==> config.mk <==
export PLATFORM = sky130hd
export DESIGN_NAME = rv_core
export DESIGN_NICKNAME = d
export VERILOG_FILES = /design/src/common/rv_pkg.sv /design/src/core/rv_core.sv /design/src/core/rv_regfile.sv
export VERILOG_INCLUDE_DIRS = /design/src /design/src/common
export SDC_FILE = /design/constraint.sdc
export NUM_CORES = 2
export LEC_CHECK = 0
export BUFFER_PORTS_ARGS = -buffer_cell sky130_fd_sc_hd__buf_2
export CORE_ASPECT_RATIO = 0.8
export CORE_MARGIN = 2
export CORE_UTILIZATION = 45
export CTS_BUF_LIST = sky130_fd_sc_hd__clkbuf_2
export CTS_CLUSTER_SIZE = 12
export DETAILED_ROUTE_END_ITERATION = 8
export MAX_ROUTING_LAYER = met4
export PLACE_DENSITY = 0.71
export RECOVER_POWER = 100
export SYNTH_ARGS = -nofsm -noshare
export SYNTH_HDL_FRONTEND = slang
export SYNTH_HIERARCHICAL = 1
export SYNTH_SLANG_ARGS = --single-unit
==> constraint.sdc <==
create_clock -name clk -period 46.5 [get_ports clk]
set_input_delay 4.65 -clock clk [delete_from_list [all_inputs] [get_ports clk]]
set_output_delay 4.65 -clock clk [all_outputs]
set_load 0.05 [all_outputs]
==> src/common/rv_settings.svh <==
// memory depth, memory latency and special store address macros
`ifndef RV_SETTINGS_SVH
`define RV_SETTINGS_SVH

// memory depth in words
// byte addresses wrap modulo this depth
`define RV_MEM_WORDS 256

// cycles from a sampled request to its ack, at least 1
`define RV_MEM_LATENCY 2

// store here drives the output port
`define RV_OUT_ADDR 32'd1000

// store here stops the core
`define RV_HALT_ADDR 32'd1004

`endif

==> src/common/rv_pkg.sv <==
// rv32i subset types: word, opcodes, instruction views, memory request
package rv_pkg;

    // data and byte address word
    typedef logic [31:0] rv_word_t;

    // major opcodes kept from rv32i
    typedef enum logic [6:0] {
        OP_LOAD  = 7'b0000011,
        OP_OPIMM = 7'b0010011,
        OP_STORE = 7'b0100011
    } rv_opcode_e;

    // funct3 codes of the kept operations
    localparam logic [2:0] F3_ADDI = 3'b000;
    localparam logic [2:0] F3_LW   = 3'b010;
    localparam logic [2:0] F3_SW   = 3'b010;

    // i-type layout, addi and lw
    typedef struct packed {
        logic [11:0] imm;
        logic [4:0]  rs1;
        logic [2:0]  funct3;
        logic [4:0]  rd;
        logic [6:0]  opcode;
    } rv_itype_t;

    // s-type layout, sw
    // immediate split around the register fields
    typedef struct packed {
        logic [6:0] imm_hi;
        logic [4:0] rs2;
        logic [4:0] rs1;
        logic [2:0] funct3;
        logic [4:0] imm_lo;
        logic [6:0] opcode;
    } rv_stype_t;

    // one fetched word, three views
    // rs1, funct3 and opcode sit at the same bits in both formats
    typedef union packed {
        rv_word_t  raw;
        rv_itype_t i;
        rv_stype_t s;
    } rv_instr_u;

    // core to memory request
    // rd and wr are single-cycle strobes, never both
    typedef struct packed {
        rv_word_t addr;
        rv_word_t wdata;
        logic     rd;
        logic     wr;
    } rv_mem_req_t;

endpackage

==> src/core/rv_core.sv <==
// multi-cycle rv32i subset core: fetch/execute fsm, decode, output and halt
`timescale 1ns/100ps
`include "rv_settings.svh"

module rv_core import rv_pkg::*; (
    input  logic        clk,
    input  logic        rst,
    output rv_mem_req_t mem_req,
    input  rv_word_t    mem_rdata,
    input  logic        mem_ack,
    input  logic        mem_busy,
    output rv_word_t    out_data,
    output logic        out_valid,
    output logic        halt
);

    typedef enum logic [1:0] {
        ST_FETCH,
        ST_WAIT_FETCH,
        ST_WAIT_DATA,
        ST_HALTED
    } state_e;

    state_e     state;
    rv_word_t   pc;
    // instruction held while its data access runs
    rv_instr_u  instr;
    logic [4:0] load_rd;

    // request register, split by reset class
    rv_word_t   req_addr;
    rv_word_t   req_wdata;
    logic       req_rd;
    logic       req_wr;

    // decode of the word on mem_rdata in the fetch ack cycle
    rv_instr_u  fetched;
    rv_word_t   i_imm;
    rv_word_t   s_imm;
    rv_word_t   sum;
    logic       is_addi;
    logic       is_lw;
    logic       is_sw;
    logic       is_out;
    logic       is_halt_st;
    logic       fetch_done;
    logic       data_done;

    // register file hookup
    rv_word_t   rs1_val;
    rv_word_t   rs2_val;
    logic       rf_we;
    logic [4:0] rf_wa;
    rv_word_t   rf_wdata;

    assign fetched = mem_rdata;

    // sign extension, i and s formats
    assign i_imm = {{20{fetched.i.imm[11]}}, fetched.i.imm};
    assign s_imm = {{20{fetched.s.imm_hi[6]}}, fetched.s.imm_hi, fetched.s.imm_lo};

    assign is_addi = (fetched.i.opcode == OP_OPIMM) && (fetched.i.funct3 == F3_ADDI);
    assign is_lw   = (fetched.i.opcode == OP_LOAD) && (fetched.i.funct3 == F3_LW);
    assign is_sw   = (fetched.s.opcode == OP_STORE) && (fetched.s.funct3 == F3_SW);

    // one adder: addi result or effective address
    assign sum = rs1_val + (is_sw ? s_imm : i_imm);

    // stores to the two special addresses never reach memory
    assign is_out     = is_sw && (sum == `RV_OUT_ADDR);
    assign is_halt_st = is_sw && (sum == `RV_HALT_ADDR);

    // mem_busy stays high through the ack cycle
    assign fetch_done = (state == ST_WAIT_FETCH) && mem_ack && mem_busy;
    assign data_done  = (state == ST_WAIT_DATA) && mem_ack && mem_busy;

    // addi writes in the fetch ack cycle, lw in the data ack cycle
    assign rf_we    = (fetch_done && is_addi) ||
                      (data_done && (instr.i.opcode == OP_LOAD));
    assign rf_wa    = data_done ? load_rd : fetched.i.rd;
    assign rf_wdata = data_done ? mem_rdata : sum;

    rv_regfile i_rv_regfile (
        .clk    (clk),
        .rst    (rst),
        .ra1    (fetched.i.rs1),
        .ra2    (fetched.s.rs2),
        .rdata1 (rs1_val),
        .rdata2 (rs2_val),
        .we     (rf_we),
        .wa     (rf_wa),
        .wdata  (rf_wdata)
    );

    // control state
    always_ff @(posedge clk or posedge rst) begin
        if (rst) begin
            state     <= ST_FETCH;
            pc        <= '0;
            req_rd    <= 1'b0;
            req_wr    <= 1'b0;
            out_valid <= 1'b0;
            halt      <= 1'b0;
        end else begin
            // strobes default low
            req_rd    <= 1'b0;
            req_wr    <= 1'b0;
            out_valid <= 1'b0;
            case (state)
                ST_FETCH: begin
                    req_rd <= 1'b1;
                    state  <= ST_WAIT_FETCH;
                end
                ST_WAIT_FETCH: begin
                    if (fetch_done) begin
                        if (is_addi || is_out) begin
                            // no data access, straight to next fetch
                            out_valid <= is_out;
                            pc        <= pc + 32'd4;
                            state     <= ST_FETCH;
                        end else if (is_lw) begin
                            req_rd <= 1'b1;
                            state  <= ST_WAIT_DATA;
                        end else if (is_sw && !is_halt_st) begin
                            req_wr <= 1'b1;
                            state  <= ST_WAIT_DATA;
                        end else begin
                            // halt store or unknown encoding
                            halt  <= 1'b1;
                            state <= ST_HALTED;
                        end
                    end
                end
                ST_WAIT_DATA: begin
                    if (data_done) begin
                        pc    <= pc + 32'd4;
                        state <= ST_FETCH;
                    end
                end
                default: begin
                    // halted until reset
                    state <= ST_HALTED;
                end
            endcase
        end
    end

    // payload registers
    always_ff @(posedge clk) begin
        if (state == ST_FETCH) begin
            req_addr <= pc;
        end else if (fetch_done) begin
            // only used when lw or sw follows
            req_addr <= sum;
        end
        if (fetch_done) begin
            instr     <= fetched;
            load_rd   <= fetched.i.rd;
            req_wdata <= rs2_val;
        end
        if (fetch_done && is_out) begin
            out_data <= rs2_val;
        end
    end

    assign mem_req = '{addr: req_addr, wdata: req_wdata, rd: req_rd, wr: req_wr};

endmodule

==> src/core/rv_regfile.sv <==
// 32 x 32 register file, two async read ports, one sync write port
`timescale 1ns/100ps

module rv_regfile import rv_pkg::*; (
    input  logic     clk,
    input  logic     rst,
    input  logic [4:0] ra1,
    input  logic [4:0] ra2,
    output rv_word_t rdata1,
    output rv_word_t rdata2,
    input  logic     we,
    input  logic [4:0] wa,
    input  rv_word_t wdata
);

    // x1..x31 only, x0 has no storage
    rv_word_t regs [1:31];

    always_ff @(posedge clk or posedge rst) begin
        if (rst) begin
            for (int i = 1; i < 32; i++) begin
                regs[i] <= '0;
            end
        end else if (we && (wa != 5'd0)) begin
            // writes to x0 fall through here
            regs[wa] <= wdata;
        end
    end

    // x0 reads as zero
    assign rdata1 = (ra1 == 5'd0) ? '0 : regs[ra1];
    assign rdata2 = (ra2 == 5'd0) ? '0 : regs[ra2];

endmodule

# Yosys cells after proc, flatten, opt, wreduce, memory -nomap -nowiden
# Index checks and enable logic that the tools add are counted.
# word_totals
inputBits,36
elab_cells,132
reg_bits,1138
output_inout_bits,100
# op_classes
mux,38
add_sub_neg,2
eq_ne,12
bitwise,6
order_cmp,4
reduce_logical,28
# op_table
cell,n
bitwise mux 992 bit,1
2-to-1 mux 32 bit,13
binary-select mux 32 bit (select 5 bit),2
demux 32 bit (select 5 bit),1
"== test 32 x 10 -> 1 bit, second input constant",2
one-hot mux 32 bit (2 select lines),1
"adder 32 x 3 -> 32 bit, second input constant",1
adder 32 bit,1
">= comparator 6 bit, second input constant",3
inverter 5 -> 6 bit,3
logical AND 1 bit,15
"== test 7 x 2 -> 1 bit, second input constant",2
2-to-1 mux 1 bit,13
zero test 5 bit,2
2-to-1 mux 5 bit,2
"== test 7 x 5 -> 1 bit, second input constant",1
"== test 7 x 6 -> 1 bit, second input constant",1
"< comparator 6 x 1 -> 1 bit, second input constant",1
2-to-1 mux 2 bit,3
one-hot mux 2 bit (3 select lines),1
AND reduction 5 bit,1
nonzero test 5 bit,1
"inequality test 2 bit, second input constant",2
AND reduction 4 bit,1
12 further kinds,16

# Depth between registers and ports, before layout
# logic_depth
ltp_word,15
ltp_mapped,23
ltp_nobuf,19

# Hierarchy
# The synthesis kept the hierarchy.
# modules_own_cells
mod,area_per_inst_um2,n_inst,seq_area_each_um2,cells_per_inst
rv_regfile,53456.3,1,24823.8,3766
rv_core,8139.1,1,4144.0,802

# Worst setup path before layout
# No wires, ideal clock.
# synth_path
path_type,input port to flip-flop
start,in mem_rdata[16]
end,reg out_data[0] (enable)
stages,19
t_arrival_ns,9.449
setup_slack_ns,36.659
n_path_buf,4
t_required_ns,46.108
path_cell_list,buf_2 buf_4 buf_4 clkbuf_1 mux4_2 mux2i_1 o221ai_1 inv_1 fa_1 nand2b_1 a21oi_1 xnor2_1 nand2b_1 or3_1 or4_1 nor4_1 nand4_1 nor3_1 and3_1
# synth_via
elab_chain_cells,9
# synth_lines
element,line_no,rtl
start: declaration,rv_core.sv:9,"input rv_word_t mem_rdata,"
inverter 5 -> 6 bit (not written as such),rv_regfile.sv:31,assign rdata1 = (ra1 == 5'd0) ? '0 : regs[ra1];
binary-select mux 32 bit (select 5 bit),rv_regfile.sv:31,
2-to-1 mux 32 bit (not written as such) (2 in series),rv_regfile.sv:31,
2-to-1 mux 32 bit (*),rv_regfile.sv:31,
named net rs1_val[1],rv_core.sv:50,rv_word_t rs1_val;
adder 32 bit (*),rv_core.sv:67,assign sum = rs1_val + (is_sw ? s_imm : i_imm);
== test 32 x 10 -> 1 bit (no source line) (*),-,
logical AND 1 bit (*),rv_core.sv:70,assign is_out = is_sw && (sum == `RV_OUT_ADDR);
logical AND 1 bit (*),rv_core.sv:161,if (fetch_done && is_out) begin
end signal: assignment,rv_core.sv:162,out_data <= rs2_val;
end: declaration,rv_core.sv:12,"output rv_word_t out_data,"
# Mark *: on every way through the listed nets, which the timed path passes. The rest lies on a longest branch. The select of a mux whose other input is x is not followed.
# A chain may end at the register's enable or synchronous reset.

# Worst setup path after layout
# layout_path
start,in mem_rdata[15]
end,reg out_data[13] (enable)
# The elaborated chain is that of the path after synthesis.

==> qor.txt <==
Hold Crit Depth: 1
R2r endpoint: out_data[13]
Sequential area share after synthesis: 47.0%
Most common flop cell mapped by yosys: dfrtp_1
R2R depth: 19
Fill cells: 12.1k
Crit-path max FO: 61
Internal Power: 1310 uW
PwrDens: 29.5 nW/um^2
Postcts setup bufs: 0
Comb pwr share: 12.8%
Post-route ant nets: 0
Routed vias/inst: 6.51
DR vias: 43.5k
Syn Inst Count: 4568
Antenna violations before repair: 12
Global-route wire length before repair: 297000 um
Register-to-register setup slack: 37740 ps
Dpl ws: 32280 ps
Clk root buf: clkbuf_2
GR Util met1: 42.5%
Maxcap violations: 47
Commonest non-fill, non-tap cells in the layout: mux2_2 (1074), dfrtp_1 (1028), clkbuf_2 (425), mux4_2 (399), nand2_1 (319)
Total power: 1940 uW
Final Setup Violations: 0
H-tree depth: 5
GR Util All Layers: 29.7%
FF+latch count, synth: 1136
Psw: 626 uW
Synth cell types: 94
RSZ-0062 raised after global routing: false
Row count: 121
Cts repair resizes: 0
RR Startpoint: i_rv_regfile/regs[928]
DRT Pass-1 Iters: 6
Fmax achieved: 38.9 MHz
Most common cell after layout, fill and taps aside: mux2_2
Largest net degree at the start of global routing: 167
GRT met2 Usage: 39.8%
CP endpoint kind: flop
Final WL: 202000 um
Io pins: 136
Tcrit/Tclk final: 55.3%
HP Start: pc[14]
WL per Instance: 30.2 um
CORE AREA: 136000 um^2
Worst-Skew Late Latency: 1760 ps
Met3 usage: 9.46%
Die Y: 335 um
Area Growth Syn to Fin: 6.68%
Status: finished, violations left
Hold Path End: pc[14]
Worst hold path type: reg2reg
Clock slew at reported path FFs: 110 ps
Synth Warn #: 6
Layout Skew: 221 ps
Total congestion overflow: 0
Storage element area: 29000 um^2
Setup TNS: 0 ps
Post-synth EDFFs: 108
Worst Path Required: 47610 ps
Worst slew pin tran: 8560 ps
IO Port Bufs: 135
Asr flop ratio synth: 90.5%
Syn_area_per_cell: 13.5 um^2
DR iter-0 viols: 5344
Placer Congestion: 1.04
Max rail drop VDD: 0.0264 mV
GRT busiest layer: met1
Total clock buffers created by CTS: 296
Mapped Area: 61600 um^2
Clock share of power: 34.7%
Slack of the critical path: 20780 ps
Deepest clock path buffer count: 4
Multi-input gate area: 30700 um^2
DRC violations left: 0
Starting Density: 45.3%
WP data arrival: 26840 ps
Worst slew margin: -471%
Total die area: 140000 um^2
Layout cells sized above 1: 42.1%
Final HPWL DP: 119000 um
CTS tree: done
Count of hold-fix buffers inserted at cts: 0
Vias in the first global route: 43.0k
Final hold violation count: 0
Worst setup SP type: primary input
Failing checks: capacitance limit, slew limit
CTS sink cnt: 1136
Chip Width: 418 um
Fin crit period: 25720 ps
Leakage Power: 0.0302 uW
Synthesized net count: 4637
Sw Share: 32.3%
Pins Over Slew Limit: 2299
Critical path type: in2reg
Flop pwr share: 52.5%
Final nets: 4761
==> per-stage QoR <==
step	instance area, um^2	instances	utilization (%)	hold slack (ps)
after detailed placement	63900	6177	47.0	487
after CTS	66300	6667	48.7	508
final	65700	6680	48.3	510
after global routing	65700	6678	48.3	515
after floorplan	61600	4568	-	442
after global placement	63900	6177	47.0	484
==> area by class of cell <==
cell class | count | area share (%)
diodes | 13 | 0.0495
clock buffers | 425 | 3.24
clock inverters | 65 | 0.428
inverters | 21 | 0.126
multi-input cells | 2988 | 46.8
flip-flops and latches | 1136 | 44.1
well taps | 1783 | 3.40
repair buffers | 249 | 1.90
==> power by group through the flow <==
stage	Combinational [uW]	Sequential (uW)	Clock (uW)
after floorplan	142	1050	0
after global routing	262	1020	743
after detailed placement	251	1040	0
final	248	1020	672
after global placement	250	1040	0
after CTS	251	1020	688
==> synth_stat cells (64+ instances only) <==
master | number | area (um^2)
a21oi_1 | 166 | 831
dfrtp_1 | 1028 | 25700
mux2i_1 | 147 | 1470
clkbuf_1 | 211 | 792
nand2_1 | 334 | 1250
buf_2 | 108 | 541
edfxtp_1 | 108 | 3240
o21ai_0 | 118 | 591
nor2b_1 | 64 | 400
mux4_2 | 399 | 8990
mux2_2 | 1077 | 12100
nor2_1 | 120 | 450
==> cells by family after synthesis <==
kind of cell / count (synthesis) / synth area share [%]
mux: 1633 / 37.1
flops: 1136 / 47.0
simple gates: 741 / 5.65
compound gates: 533 / 5.63
buf+inv: 444 / 3.26
xor+xnor: 48 / 0.683
fa+ha+maj: 33 / 0.683
==> worst max-delay path: stages <==
cell,delay [ps]
clkbuf_1,3490
clkbuf_1,3180
clkbuf_1,2250
clkbuf_1,2850
clkbuf_1,2190
o31ai_4,50
clkbuf_1,770
o32a_1,590
o221ai_1,260
inv_1,150
fa_1,480
nand2b_1,180
a211oi_1,660
o211a_1,340
o21ai_0,190
xor2_1,420
o211ai_1,170
nor4_1,380
nand4_1,220
nor3_1,490
and3_1,440
clkbuf_1,2230
==> how the worst max path moves through the flow <==
stage	startpoint	to	slack (ps)	depth (start not counted)
final	mem_rdata[15]	out_data[13]	20780	22
after global routing	mem_rdata[15]	out_data[14]	19060	22
after CTS	mem_rdata[15]	out_data[13]	34040	22
after detailed placement	mem_rdata[15]	out_data[9]	32280	21
after global placement	mem_rdata[15]	out_data[3]	32370	21
after floorplan	rst	i_rv_regfile/regs[0]	13940	1
==> registers in the layout (all words and copies together) (netlist names) <==
register           count
req_addr              32
instr                  7
pc                    30
load_rd                5
i_rv_regfile/regs    992
req_wdata             32
out_valid              1
halt                   1
req_rd                 1
req_wr                 1
out_data              32
state                  2
==> layer usage <==
metal  share of wire, %  routed length (um)  up-vias
met5                  0                   0        -
met4                2.8                5640        0
met3                 13               25800      384
met2                 42               84900     2625
met1                 42               85700    22700
li1                   -                   -    17700
(Power assumes the default switching activity.)
